--- config.mk ---
export PLATFORM = sky130hd
export DESIGN_NAME = portalBridge
export DESIGN_NICKNAME = d
export VERILOG_FILES = /design/src/rtl/portalPkg.sv /design/src/rtl/beatIf.sv /design/src/rtl/portalBridge.sv /design/src/rtl/portalRegs.sv /design/src/rtl/burstSplitter.sv
export SDC_FILE = /design/constraint.sdc
export NUM_CORES = 1
export LEC_CHECK = 0
export BUFFER_PORTS_ARGS = -buffer_cell sky130_fd_sc_hd__buf_4
export CAP_MARGIN = 15
export CELL_PAD_IN_SITES_DETAIL_PLACEMENT = 1
export CELL_PAD_IN_SITES_GLOBAL_PLACEMENT = 2
export CORE_ASPECT_RATIO = 0.7
export CORE_MARGIN = 4
export CORE_UTILIZATION = 30
export CTS_CLUSTER_SIZE = 30
export DETAILED_ROUTE_END_ITERATION = 8
export PLACE_DENSITY = 0.61
export SYNTH_ARGS = -nofsm -noshare
export SYNTH_HDL_FRONTEND = slang
export SYNTH_SLANG_ARGS = --single-unit
--- constraint.sdc ---
create_clock -name CLK -period 9 [get_ports CLK]
set_clock_uncertainty 0.05 [all_clocks]
set_input_delay 0.45 -clock CLK [delete_from_list [all_inputs] [get_ports CLK]]
set_output_delay 0.45 -clock CLK [all_outputs]
set_load 0.005 [all_outputs]
--- src/rtl/portalPkg.sv ---
package portalPkg;

  typedef logic [4:0]  addrT;  // Byte offset inside a page
  typedef logic [5:0]  tagT;
  typedef logic [3:0]  lenT;   // Beats minus one
  typedef logic [31:0] dataT;

  typedef enum logic [1:0] {
    ctrlRegion,
    requestRegion,
    indicationRegion
  } regionT;

  typedef enum logic {
    idle,
    busy
  } splitStateT;

  localparam dataT ID_WORD          = 32'd1;
  localparam dataT VERSION_WORD     = 32'd2;
  localparam dataT PORTAL_KIND_REQ  = 32'd5;
  localparam dataT PORTAL_KIND_IND  = 32'd6;

  // Page decode on a 13-bit bus address
  function automatic regionT decodeRegion(input logic [12:0] busAddr);
    regionT region;
    if (busAddr[11:5] == 7'd0) begin
      region = ctrlRegion;
    end else if (!busAddr[12]) begin
      region = requestRegion;
    end else begin
      region = indicationRegion;
    end
    return region;
  endfunction

endpackage
--- src/rtl/beatIf.sv ---
`timescale 1ns/1ns

interface beatIf;

  logic              ena;
  logic              rdy;
  portalPkg::addrT   addr;
  portalPkg::tagT    tag;
  logic              last;
  portalPkg::regionT region;
  logic              sel;     // Bus address bit 12

  modport source (
    output ena, addr, tag, last, region, sel,
    input  rdy
  );

  modport sink (
    input  ena, addr, tag, last, region, sel,
    output rdy
  );

endinterface

--- src/rtl/portalBridge.sv ---
`timescale 1ns/1ns

module portalBridge #(
  parameter int QUEUE_DEPTH = 4
) (
  input  logic            CLK,
  input  logic            nRST,

  input  logic            arEna,
  input  logic [12:0]     arAddr,
  input  portalPkg::lenT  arLen,
  input  portalPkg::tagT  arTag,
  output logic            arRdy,

  output logic            rEna,
  output portalPkg::dataT rData,
  output portalPkg::tagT  rTag,
  output logic            rLast,
  input  logic            rRdy,

  input  logic            awEna,
  input  logic [12:0]     awAddr,
  input  portalPkg::lenT  awLen,
  input  portalPkg::tagT  awTag,
  output logic            awRdy,

  input  logic            wEna,
  input  portalPkg::dataT wData,
  output logic            wRdy,

  output logic            bEna,
  output portalPkg::tagT  bTag,
  input  logic            bRdy,

  output logic            irq
);

  beatIf rdBeat ();
  beatIf wrBeat ();

  burstSplitter rdSplit (
    .CLK     (CLK),
    .nRST    (nRST),
    .reqEna  (arEna),
    .reqAddr (arAddr),
    .reqLen  (arLen),
    .reqTag  (arTag),
    .reqRdy  (arRdy),
    .beat    (rdBeat.source)
  );

  burstSplitter wrSplit (
    .CLK     (CLK),
    .nRST    (nRST),
    .reqEna  (awEna),
    .reqAddr (awAddr),
    .reqLen  (awLen),
    .reqTag  (awTag),
    .reqRdy  (awRdy),
    .beat    (wrBeat.source)
  );

  // Shared queue and control page for both directions
  portalRegs #(
    .QUEUE_DEPTH (QUEUE_DEPTH)
  ) regs (
    .CLK    (CLK),
    .nRST   (nRST),
    .rdBeat (rdBeat.sink),
    .wrBeat (wrBeat.sink),
    .wEna   (wEna),
    .wData  (wData),
    .wRdy   (wRdy),
    .rEna   (rEna),
    .rData  (rData),
    .rTag   (rTag),
    .rLast  (rLast),
    .rRdy   (rRdy),
    .bEna   (bEna),
    .bTag   (bTag),
    .bRdy   (bRdy),
    .irq    (irq)
  );

endmodule

--- src/rtl/portalRegs.sv ---
`timescale 1ns/1ns

module portalRegs #(
  parameter int QUEUE_DEPTH = 4
) (
  input  logic            CLK,
  input  logic            nRST,
  beatIf.sink             rdBeat,
  beatIf.sink             wrBeat,
  input  logic            wEna,
  input  portalPkg::dataT wData,
  output logic            wRdy,
  output logic            rEna,
  output portalPkg::dataT rData,
  output portalPkg::tagT  rTag,
  output logic            rLast,
  input  logic            rRdy,
  output logic            bEna,
  output portalPkg::tagT  bTag,
  input  logic            bRdy,
  output logic            irq
);

  localparam int PTR_W = $clog2(QUEUE_DEPTH);
  localparam int CNT_W = $clog2(QUEUE_DEPTH + 1);

  portalPkg::dataT  queueMem [QUEUE_DEPTH];
  logic [PTR_W-1:0] wrPtr;
  logic [PTR_W-1:0] rdPtr;
  logic [CNT_W-1:0] count;
  logic             notEmpty;
  logic             full;
  logic             intEn;

  logic             rdTake;
  logic             pop;
  portalPkg::dataT  rdWord;

  logic             pushHit;
  logic             wrTake;
  logic             push;

  assign notEmpty = (count != '0);
  assign full     = (count == CNT_W'(QUEUE_DEPTH));
  assign irq      = intEn && notEmpty;

  // Read side
  assign rdBeat.rdy = !rEna || rRdy;
  assign rdTake     = rdBeat.ena && rdBeat.rdy;
  assign pop        = rdTake && notEmpty && (rdBeat.region == portalPkg::indicationRegion)
                      && (rdBeat.addr == 5'h00);

  always_comb begin
    rdWord = '0;
    case (rdBeat.region)
      portalPkg::ctrlRegion: begin
        case (rdBeat.addr)
          5'h00, 5'h0C: rdWord = {31'd0, notEmpty};
          5'h08:        rdWord = portalPkg::ID_WORD;
          5'h10:        rdWord = rdBeat.sel ? portalPkg::PORTAL_KIND_IND
                                            : portalPkg::PORTAL_KIND_REQ;
          5'h14:        rdWord = portalPkg::VERSION_WORD;
          default:      rdWord = '0;
        endcase
      end
      portalPkg::indicationRegion: begin
        if (rdBeat.addr == 5'h00) begin
          rdWord = notEmpty ? queueMem[rdPtr] : '0;
        end else if (rdBeat.addr == 5'h04) begin
          rdWord = {{(32 - CNT_W){1'b0}}, count};  // Fill level
        end
      end
      default: rdWord = '0;
    endcase
  end

  // Write beat and data word go together
  assign pushHit    = (wrBeat.region == portalPkg::requestRegion) && (wrBeat.addr == 5'h00);
  assign wrTake     = wrBeat.ena && wEna
                      && (!wrBeat.last || !bEna || bRdy)
                      && !(pushHit && full);  // Full queue stalls the channel
  assign wRdy       = wrTake;
  assign wrBeat.rdy = wrTake;
  assign push       = wrTake && pushHit;

  always_ff @(posedge CLK) begin
    if (!nRST) begin
      rEna  <= 1'b0;
      bEna  <= 1'b0;
      intEn <= 1'b0;
      wrPtr <= '0;
      rdPtr <= '0;
      count <= '0;
    end else begin
      if (rdTake) begin
        rEna <= 1'b1;
      end else if (rRdy) begin
        rEna <= 1'b0;
      end
      if (wrTake && wrBeat.last) begin
        bEna <= 1'b1;
      end else if (bRdy) begin
        bEna <= 1'b0;
      end
      if (wrTake && (wrBeat.region == portalPkg::ctrlRegion) && (wrBeat.addr == 5'h04)) begin
        intEn <= wData[0];
      end
      if (push) begin
        wrPtr <= (wrPtr == PTR_W'(QUEUE_DEPTH - 1)) ? '0 : wrPtr + 1'b1;
      end
      if (pop) begin
        rdPtr <= (rdPtr == PTR_W'(QUEUE_DEPTH - 1)) ? '0 : rdPtr + 1'b1;
      end
      count <= count + CNT_W'(push) - CNT_W'(pop);
    end
  end

  always_ff @(posedge CLK) begin
    if (rdTake) begin
      rData <= rdWord;
      rTag  <= rdBeat.tag;
      rLast <= rdBeat.last;
    end
    if (wrTake && wrBeat.last) begin
      bTag <= wrBeat.tag;
    end
    if (push) begin
      queueMem[wrPtr] <= wData;
    end
  end

  assert property (@(posedge CLK) disable iff (!nRST)
    count <= CNT_W'(QUEUE_DEPTH));

  // Write data stays put while the channel stalls
  assert property (@(posedge CLK) disable iff (!nRST)
    wEna && !wRdy |=> wEna && $stable(wData));

endmodule

--- src/rtl/burstSplitter.sv ---
`timescale 1ns/1ns

module burstSplitter (
  input  logic              CLK,
  input  logic              nRST,
  input  logic              reqEna,
  input  logic [12:0]       reqAddr,
  input  portalPkg::lenT    reqLen,
  input  portalPkg::tagT    reqTag,
  output logic              reqRdy,
  beatIf.source             beat
);

  portalPkg::splitStateT state;

  portalPkg::addrT   curAddr;
  portalPkg::lenT    remain;   // Beats left after the current one
  portalPkg::tagT    curTag;
  portalPkg::regionT curRegion;
  logic              curSel;

  logic reqTake;
  logic beatTake;

  assign reqRdy   = (state == portalPkg::idle);
  assign reqTake  = reqEna && reqRdy;
  assign beatTake = beat.ena && beat.rdy;

  assign beat.ena    = (state == portalPkg::busy);
  assign beat.addr   = curAddr;
  assign beat.tag    = curTag;
  assign beat.last   = (remain == '0);
  assign beat.region = curRegion;
  assign beat.sel    = curSel;

  always_ff @(posedge CLK) begin
    if (!nRST) begin
      state <= portalPkg::idle;
    end else begin
      case (state)
        portalPkg::idle: begin
          if (reqTake) begin
            state <= portalPkg::busy;
          end
        end
        portalPkg::busy: begin
          if (beatTake && beat.last) begin
            state <= portalPkg::idle;  // Ready again next cycle
          end
        end
        default: state <= portalPkg::idle;
      endcase
    end
  end

  // Burst context latched once per request
  always_ff @(posedge CLK) begin
    if (reqTake) begin
      curAddr   <= reqAddr[4:0];
      remain    <= reqLen;
      curTag    <= reqTag;
      curRegion <= portalPkg::decodeRegion(reqAddr);
      curSel    <= reqAddr[12];
    end else if (beatTake) begin
      curAddr <= curAddr + 5'd4;  // Wraps inside the page
      remain  <= remain - 1'b1;
    end
  end

  // A beat stream only starts right after a request was taken
  assert property (@(posedge CLK) disable iff (!nRST)
    $rose(beat.ena) |-> $past(reqTake));

  // Master holds a waiting request
  assert property (@(posedge CLK) disable iff (!nRST)
    reqEna && !reqRdy |=> reqEna && $stable(reqAddr) && $stable(reqLen) && $stable(reqTag));

endmodule

==> flow_metrics.py, run 1 <==
metrics = {
    "global_route": {
        "grt_util_all_layers_pct": 11.58,
        "grt_max_degree": 40,
        "grt_pass1_vias": 4997,
        "grt_pass1_wl_microns": 28480,
        "overflow": 0,
        "antenna_found_initial": 0,
    },
    "timing": {
        "slew_violations": 0,
        "slew_headroom_pct": 23.97,
        "grt_setup_unrepaired": "false",
        "worst_pin_slew_ps": 1133,
        "hold_viol_final": 0,
        "layout_setup_ws_ps": 5567,
        "fin_crit_sh_pct": 38.14,
        "finalSetupViolations": 0,
        "tns_ps": 0,
        "min_period_ps": 3433,
        "max_freq_mhz": 291.3,
    },
    "worst_setup_path": {
        "worst-setup-path-type": "reg2reg",
        "startpoint": "rdSplit.beat.addr[2]",
        "critPathMaxStageDelay_ps": 1070,
        "cpLargestDelayFamily": "simple AND/OR/NAND/NOR gates",
        "ff2ff_setup_slack_ps": 5570,
        "crit_required_ps": 9350,
        "cp-end-kind": "flop",
        "cp_num_buf_inv": 1,
        "cp_max_fo": 37,
        "cp-start-kind": "flop",
        "crit-reg2reg-launch": "rdSplit.beat.addr[2]",
        "reg2reg_depth": 11,
        "worst_ep_arrival_time_ps": 3790,
        "slowest_stage": "or4_2",
        "endpoint": "regs.count[2]",
        "crit_chain": "inv_1, ha_1, nand2_1, or4_2, o21ai_0, nand2_1, ha_1, fa_1, xnor2_1, xnor2_1, nor2_1",
        "critical_path_cell_count": 11,
        "r2r_end": "regs.count[2]",
    },
    "detailed_routing": {
        "avgRoutedWirePerCell_microns": 18.44,
        "drtIter0Drc": 166,
        "first_pass_iters": 6,
        "vias_per_cell": 4.385,
        "drc_errors": 0,
        "drt_wl_total_microns": 18370,
        "ant_nets": 0,
        "vias": 4367,
    },
    "clock_tree": {
        "cts_buffers": 24,
        "post_cts_buffers": 0,
        "clockRootBuffer": "clkbuf_16",
        "clock-sinks": 222,
        "cts_resized": 0,
        "ctsHoldBuffers": 0,
        "ctsHtreeMaxLevel": 1,
        "cts.clk_slew.worst_paths_ps": 60,
        "cts_tree": "yes",
        "clock_path_buffers": 3,
        "insertion_delay_ps": 520,
    },
    "synthesis": {
        "synth_edf_count": 208,
        "syn_inst": 461,
        "synth.avg_cell_area_sq_um": 18.46,
        "synth_nets": 563,
        "synthTopCellsByArea": "edfxtp_1, mux4_2, dfxtp_1, ha_1, nor2b_1",
        "synth_flop_cell": "edfxtp_1",
        "netlist.area_leader.share_pct": 73.38,
        "yosys_warnings": 0,
        "synth.most_common_cell": "edfxtp_1",
        "async_flop_share_pct": 0,
        "synth_seq_area_share_pct": 76.67,
        "synth_area_sq_um": 8512,
        "synth_top_area_cell": "edfxtp_1",
        "synth-seq-cells": 222,
        "yosys-top-cells-count": "edfxtp_1, mux4_2, nor2b_1",
        "ys_types": 40,
    },
    "finish": {
        "drive_gt1_share_pct": 34.24,
        "diodes": 0,
        "syn_to_final_growth_pct": 26.40,
        "final_cells": 996,
        "nets": 710,
    },
    "power_and_ir_drop": {
        "p_per_area_nw_per_um2": 214.9,
        "irDropWorstVdd_v": 0.0001017,
        "power.leakage_nw": 3.783,
    },
    "place": {
        "dp.final_hpwl_microns": 11900,
        "dp.cells": 953,
        "port_buffers": 135,
        "dp_slack_ps": 5494,
        "place_congestion": 0.6895,
    },
    "die": {
        "num_rows": 51,
        "dieWidth_microns": 209.3,
        "ios": 136,
        "die_area_sq_um": 31170,
        "die_h_microns": 148.9,
        "start_util_pct": 30.52,
        "fp.coreArea_sq_um": 27890,
    },
    "run_status": {
        "outcome": "completed",
    },
    "job": {
        "maxCapViolations": 0,
    },
    "hold_path": {
        "hold_class": "in2reg",
    },
}
==> placed cells by master, fill, tap and decap left out, types with 4 or more instances in the layout <==
master       n
dfxtp_1     12
nor2_1      16
and2_1       7
clkbuf_1     4
buf_4      136
o21ai_0     10
xnor2_1      8
nor2b_1     29
edfxtp_1   208
bufinv_16    4
inv_1       21
a21oi_1     10
mux4_2      32
and2_2       4
nand2_1     27
mux2i_1      5
clkinv_1     5
ha_1        16
clkbuf_16   25
==> report_power, final <==
| group | internal (mW) | switching [mW] | total (mW) |
|---|---|---|---|
| logic | 0.0577 | 0.0592 | 0.117 |
| registers | 1.16 | 0.0148 | 1.18 |
| clock network | 0.620 | 0.396 | 1.02 |
| total | 1.84 | 0.470 | 2.31 |
==> worst min-delay path by stage <==
stage | startpoint | endpoint | slack, ps | cells past startpoint
2_1_floorplan | wrSplit.beat.tag[0] | regs.bTag[0] | 350 | 0
3_3_place_gp | rdSplit.beat.tag[4] | regs.rTag[4] | 350 | 0
3_5_place_dp | rdSplit.beat.tag[4] | regs.rTag[4] | 360 | 0
4_1_cts | arTag[4] | rdSplit.beat.tag[4] | 20 | 1
5_1_grt | arTag[4] | rdSplit.beat.tag[4] | 30 | 1
6_report | arTag[4] | rdSplit.beat.tag[4] | 60 | 1
==> logic make-up after synthesis <==
| logic type | after synthesis | synth area share (%) |
|---|---|---|
| DFF | 222 | 76.67 |
| xor gates and xnor gates | 8 | 0.8232 |
| muxes | 37 | 9.055 |
| buffers and inverters | 38 | 1.720 |
| adders and majority gates | 17 | 2.587 |
| and+or+nand+nor | 108 | 6.982 |
| AOI/OAI and AO/OA | 31 | 2.161 |
==> flip-flops by register name, summed over array words and instances, names as in the netlist, named ones only <==
signal,flops
regs.rData,32
rdSplit.remain,4
rdSplit.beat.ena,1
wrSplit.beat.addr,5
rdSplit.beat.addr,5
regs.wrPtr,2
wrSplit.beat.ena,1
regs.queueMem,128
regs.rdPtr,2
rdSplit.beat.sel,1
regs.bTag,6
wrSplit.beat.region,2
regs.intEn,1
regs.rLast,1
regs.rTag,6
regs.rEna,1
rdSplit.beat.region,2
regs.bEna,1
rdSplit.beat.tag,6
wrSplit.remain,4
regs.count,3
wrSplit.beat.tag,6
==> per-layer routing <==
metal / track usage [%] / wire length [microns] / up-vias
met5: 0 / 0 / -
met4: 2.771 / 383 / 0
met3: 3.321 / 1032 / 31
met2: 18.71 / 8516 / 92
met1: 15.65 / 8439 / 2185
li1: - / - / 2059
==> layout make-up <==
type	instances	area [sq um]
multi-input cells	201	1846
fillers	2778	17130
repair buffers	136	1021
clock buffers	29	640.6
flip-flops and latches	222	6529
clock inverters	14	172.7
inverters	23	86.33
well taps	371	464.2
==> stage by stage <==
step                area [sq um]  hold WS [ps]  power, mW  util, %
global route               10760         25.94      2.404    38.58
floorplan                   8512         350.3      1.244        -
detailed placement          9946         356.2      1.322    35.67
CTS                        10760         22.91      2.346    38.58
finish                     10760         57.91      2.313    38.58
global placement            9946         350.8      1.316    35.67
No activity file was read; power rests on OpenSTA's default activity.
==> run 2, diff against run 1 <==
- ABC_AREA: unset -> 1
- PLACE_DENSITY: 0.61 -> 0.65
- clock period: 9 -> 3.38 ns (I/O delays scaled with it)
==> flow_metrics.py, run 2 <==
metrics = {
    "timing": {
        "finalSetupViolations": 0,
        "hold_ws_ps": 29.88,
        "tns_ps": 0,
        "grt_setup_unrepaired": "false",
        "slew_violations": 0,
        "layout_setup_ws_ps": 729.7,
        "hold_viol_final": 0,
        "min_period_ps": 2650,
        "slew_headroom_pct": 46.73,
        "fin_crit_sh_pct": 78.41,
        "max_freq_mhz": 377.3,
        "worst_pin_slew_ps": 798.1,
    },
    "global_route": {
        "grt_pass1_wl_microns": 34040,
        "overflow": 0,
        "grt_pass1_vias": 6124,
        "antenna_found_initial": 1,
        "grt_util_all_layers_pct": 12.90,
        "grt_max_degree": 65,
    },
    "synthesis": {
        "yosys_warnings": 0,
        "netlist.area_leader.share_pct": 70.05,
        "async_flop_share_pct": 0,
        "synth_seq_area_share_pct": 73.20,
        "syn_inst": 688,
        "synth.avg_cell_area_sq_um": 12.96,
        "synthTopCellsByArea": "edfxtp_1, nand2_1, dfxtp_1, a21oi_1, ha_1",
        "yosys-top-cells-count": "edfxtp_1, nand2_1, nor2_1",
        "synth_area_sq_um": 8916,
        "ys_types": 35,
        "synth_nets": 790,
        "synth-seq-cells": 222,
        "synth_edf_count": 208,
        "synth_flop_cell": "edfxtp_1",
        "synth.most_common_cell": "edfxtp_1",
        "synth_top_area_cell": "edfxtp_1",
    },
    "detailed_routing": {
        "ant_nets": 0,
        "drt_wl_total_microns": 21080,
        "vias_per_cell": 4.377,
        "vias": 5694,
        "drtIter0Drc": 261,
        "avgRoutedWirePerCell_microns": 16.20,
        "drc_errors": 0,
        "first_pass_iters": 4,
    },
    "worst_setup_path": {
        "cp-start-kind": "flop",
        "crit_required_ps": 3770,
        "endpoint": "regs.count[2]",
        "crit-reg2reg-launch": "wrSplit.remain[0]",
        "cp_max_fo": 9,
        "reg2reg_depth": 11,
        "r2r_end": "regs.count[2]",
        "worst_ep_arrival_time_ps": 3040,
        "startpoint": "wrSplit.remain[0]",
        "ff2ff_setup_slack_ps": 730,
        "worst-setup-path-type": "reg2reg",
        "cp-end-kind": "flop",
    },
    "die": {
        "dieWidth_microns": 214.1,
        "die_h_microns": 152.2,
        "fp.coreArea_sq_um": 29080,
        "num_rows": 52,
        "start_util_pct": 30.66,
        "ios": 136,
        "die_area_sq_um": 32590,
    },
    "clock_tree": {
        "ctsHtreeMaxLevel": 1,
        "cts_resized": 0,
        "clock_path_buffers": 3,
        "insertion_delay_ps": 500,
        "clockRootBuffer": "clkbuf_16",
        "cts_buffers": 23,
        "cts.clk_slew.worst_paths_ps": 60,
        "cts_tree": "yes",
        "clock-sinks": 222,
    },
    "finish": {
        "reg_top3": "regs.queueMem x128, regs.rData x32",
        "final_common_cell": "edfxtp_1",
        "num-fill-cells": 3089,
        "largest_reg_flops": 128,
        "nets": 1009,
        "syn_to_final_growth_pct": 32.53,
        "multi_input_area_sq_um": 2091,
        "drive_gt1_share_pct": 26.25,
        "most-common-layout-cells": "edfxtp_1, nand2_1, buf_4",
        "regMostFlops": "regs.queueMem",
        "seq_area_sq_um": 6528,
    },
    "job": {
        "maxCapViolations": 0,
    },
    "place": {
        "dp_slack_ps": 695.4,
        "place_congestion": 0.6944,
        "dp.final_hpwl_microns": 13260,
        "port_buffers": 135,
    },
    "power_and_ir_drop": {
        "p_per_area_nw_per_um2": 504.2,
        "p_clk_share_pct": 40.8,
        "irDropWorstVdd_v": 0.0002433,
        "comb_power_share_pct": 6.5,
        "p_int_mw": 4.722,
        "p_sw_mw": 1.235,
        "power.leakage_nw": 4.497,
        "switching_share_pct": 20.74,
        "seq_power_share_pct": 52.6,
    },
    "run_status": {
        "outcome": "completed",
    },
    "hold_path": {
        "hold_class": "in2reg",
    },
}
[run 2: power by group through the flow]
stage	sequential (mW)	clock [mW]	combinational, mW
after detailed placement	3.20	0	0.331
final	3.14	2.43	0.389
after global routing	3.14	2.64	0.441
after floorplan	3.19	0	0.129
after global placement	3.19	0	0.328
after CTS	3.14	2.52	0.401
[run 2: layout make-up]
type	count	share of cell area, %
flip-flops and latches	222	55.24
inverters	51	1.662
repair buffers	217	15.31
multi-input cells	392	17.69
diodes	1	0.02118
well taps	378	4.003
clock buffers	26	5.051
clock inverters	14	1.017
[run 2: worst min-delay path by stage]
stage | cells after the start | end | from
after global routing | 3 | wrSplit.beat.ena | awEna
after floorplan | 2 | regs.count[0] | nRST
after detailed placement | 1 | wrSplit.beat.tag[0] | awTag[0]
final | 3 | wrSplit.beat.region[1] | awAddr[11]
after global placement | 1 | rdSplit.beat.tag[5] | arTag[5]
after CTS | 3 | wrSplit.beat.region[1] | awAddr[11]
[run 2: kinds of logic (layout without fill, tap and decap cells)]
family,Yosys count,in the layout,share of synthesized area (%)
simple gates,271,271,13.43
flops,222,222,73.20
compound gates,97,97,6.526
buf+inv,74,308,3.691
fa+ha+maj,17,17,2.470
xor+xnor,7,7,0.6876
other cells,0,1,0
[run 2: layer usage]
| layer | up-vias | wire [microns] | GRT usage (%) |
|---|---|---|---|
| met3 | 29 | 859 | 2.412 |
| met1 | 2742 | 10070 | 18.22 |
| met2 | 91 | 9674 | 20.73 |
| met5 | - | 0 | 0 |
| li1 | 2832 | - | - |
| met4 | 0 | 475 | 3.147 |
[run 2: critical path, stage by stage (launching register included)]
cell	delay [ps]
edfxtp_1	410
inv_1	100
ha_1	170
nand2_1	70
nor2_1	100
nor2_1	70
nand3b_1	480
inv_1	100
ha_1	240
fa_1	380
or2_2	310
a21oi_1	120
[run 2: what timing repair did]
action,4_1_cts,5_1_grt
setup buffers,0,0
hold buffers,72,0
hold endpoints to repair,173,0
[run 2: metrics by stage]
stage,power (mW),util (%),std cells,area [sq um]
4_1_cts,6.060,40.62,1300,11810
3_3_place_gp,3.519,35.68,1188,10380
6_report,5.957,40.63,1301,11820
3_5_place_dp,3.527,35.68,1188,10380
5_1_grt,6.224,40.63,1301,11820
2_1_floorplan,3.320,-,688,8916
==> run 3, diff against run 2 <==
- clock period: 3.38 -> 2.5 ns (I/O delays scaled with it)
==> flow_metrics.py, run 3 (same netlist as run 2, synthesis figures left out) <==
metrics = {
    "run_status": {
        "outcome": "completed",
    },
    "finish": {
        "regMostFlops": "regs.queueMem",
        "reg_top3": "regs.queueMem x128, regs.rData x32",
        "diodes": 0,
        "largest_reg_flops": 128,
        "num-fill-cells": 3060,
        "final_cells": 1312,
        "multi_input_area_sq_um": 2111,
        "final_common_cell": "edfxtp_1",
        "most-common-layout-cells": "edfxtp_1, buf_4, nand2_1",
        "drive_gt1_share_pct": 27.19,
        "syn_to_final_growth_pct": 35.62,
        "seq_area_sq_um": 6528,
        "nets": 1019,
    },
    "clock_tree": {
        "ctsHtreeMaxLevel": 1,
        "cts_tree": "yes",
        "insertion_delay_ps": 520,
        "clock-sinks": 222,
        "cts_buffers": 24,
        "cts.clk_slew.worst_paths_ps": 60,
        "clock_path_buffers": 3,
        "clockRootBuffer": "clkbuf_16",
    },
    "timing": {
        "fin_crit_sh_pct": 92.32,
        "max_freq_mhz": 433.3,
        "layout_setup_ws_ps": 192.1,
        "slew_headroom_pct": 50.10,
        "hold_viol_final": 0,
        "finalSetupViolations": 0,
        "worst_pin_slew_ps": 747.6,
        "min_period_ps": 2308,
        "grt_setup_unrepaired": "false",
        "slew_violations": 0,
    },
    "global_route": {
        "gr-usage-met3_pct": 2.531,
        "grt_util_all_layers_pct": 13.07,
        "grt_pass1_wl_microns": 34610,
        "use_met2_pct": 22.20,
        "grt.busiest_layer": "met2",
        "grt_pass1_vias": 6206,
        "antenna_found_initial": 0,
        "overflow": 0,
        "met1_usage_pct": 17.58,
        "grt_max_degree": 41,
    },
    "worst_setup_path": {
        "crit_chain": "inv_1, ha_4, nand3_2, nor2_4, nand3_2, nand2_1, nand2_1, ha_1, fa_2, or2_2, a21oi_1",
        "cp_max_fo": 5,
        "cpLargestDelayFamily": "simple AND/OR/NAND/NOR gates",
        "slowest_stage": "edfxtp_1",
        "crit-reg2reg-launch": "rdSplit.beat.addr[2]",
        "critPathMaxStageDelay_ps": 420,
        "worst-setup-path-type": "reg2reg",
        "r2r_end": "regs.count[2]",
        "ff2ff_setup_slack_ps": 190,
        "reg2reg_depth": 11,
        "cp_num_buf_inv": 1,
        "crit_required_ps": 2900,
        "cp-end-kind": "flop",
        "cp-start-kind": "flop",
        "worst_ep_arrival_time_ps": 2710,
    },
    "hold_path": {
        "hold_class": "in2reg",
        "whs_endpoint": "regs.bEna",
        "hold_start": "wEna",
        "hold_depth": 5,
    },
    "die": {
        "dieWidth_microns": 214.1,
        "die_area_sq_um": 32590,
        "die_h_microns": 152.2,
        "ios": 136,
        "num_rows": 52,
        "start_util_pct": 30.66,
        "fp.coreArea_sq_um": 29080,
    },
    "power_and_ir_drop": {
        "p_per_area_nw_per_um2": 703.2,
        "power.leakage_nw": 4.601,
        "irDropWorstVdd_v": 0.0004314,
        "p_total_mw": 8.503,
    },
    "detailed_routing": {
        "drt_wl_total_microns": 21530,
        "vias": 5780,
        "first_pass_iters": 5,
        "vias_per_cell": 4.405,
        "drtIter0Drc": 266,
        "drc_errors": 0,
        "ant_nets": 0,
        "avgRoutedWirePerCell_microns": 16.41,
    },
    "job": {
        "maxCapViolations": 0,
    },
    "place": {
        "place_congestion": 0.7144,
        "port_buffers": 135,
        "dp.final_hpwl_microns": 13430,
        "dp.cells": 1193,
        "dp_slack_ps": 80.56,
    },
}
run 3: cell types whose count changed in the layout (fill, tap and decap cells not counted), sizes merged, moves of 2 or more:
| cell | previous run | this run |
|---|---|---|
| clkbuf | 26 | 31 |
| clkinv | 13 | 9 |
| bufinv | 2 | 4 |
| buf | 145 | 151 |
| dlygate4sd3 | 72 | 75 |
run 3: routing by layer:
layer / wire length, microns / up-vias
met5: 0 / -
met4: 384 / 0
met3: 714 / 25
met2: 10380 / 72
met1: 10050 / 2823
li1: - / 2860
run 3: cell type report:
cell class | count | share of cell area [%]
Tap cell | 378 | 3.911
Clock inverter | 12 | 1.366
Clock buffer | 31 | 5.526
Inverter | 51 | 1.656
Timing Repair Buffer | 226 | 16.10
Sequential cell | 222 | 53.98
Multi-Input combinational cell | 392 | 17.46
run 3: repair_timing:
action	4_1_cts	5_1_grt
setup buffers	0	1
hold buffers	75	0
hold endpoints to repair	174	0
resized for setup	0	2
setup endpoints to repair	0	1
run 3: power by group:
part | leakage [nW] | internal [mW] | total (mW) | switching, mW
sequential | 2.04 | 4.19 | 4.24 | 0.0525
combinational | 2.15 | 0.292 | 0.544 | 0.252
clock | 0.411 | 2.29 | 3.72 | 1.42
total | 4.60 | 6.78 | 8.50 | 1.73
run 3: how the worst max path moves through the flow:
stage                                    start                  end  slack, ps  depth (start not counted)
final                     rdSplit.beat.addr[2]        regs.count[2]        190                         11
after CTS                 rdSplit.beat.addr[2]        regs.count[2]         80                         11
after global routing      rdSplit.beat.addr[2]        regs.count[2]         20                         11
after detailed placement  rdSplit.beat.addr[2]        regs.count[2]         80                         11
after global placement    rdSplit.beat.addr[2]        regs.count[2]        140                         11
after floorplan           wrSplit.beat.addr[2]  regs.queueMem[0][0]       -450                          7
run 3: stage by stage:
stage          setup TNS (ps)  hold slack (ps)  util (%)  instance area [sq um]
6_report                    0            46.00     41.58                  12090
5_1_grt                     0            83.41     41.58                  12090
4_1_cts                     0            18.26     41.51                  12070
3_5_place_dp                0            254.6     36.06                  10490
3_3_place_gp                0            253.6     36.06                  10490
2_1_floorplan          -57640            168.5         -                   8927
run 3: worst register-to-register path: stages, from the launching register on:
cell      delay [ps]
edfxtp_1         420
inv_1            140
ha_4             180
nand3_2           90
nor2_4           150
nand3_2          140
nand2_1           90
nand2_1           60
ha_1             190
fa_2             340
or2_2            300
a21oi_1          110
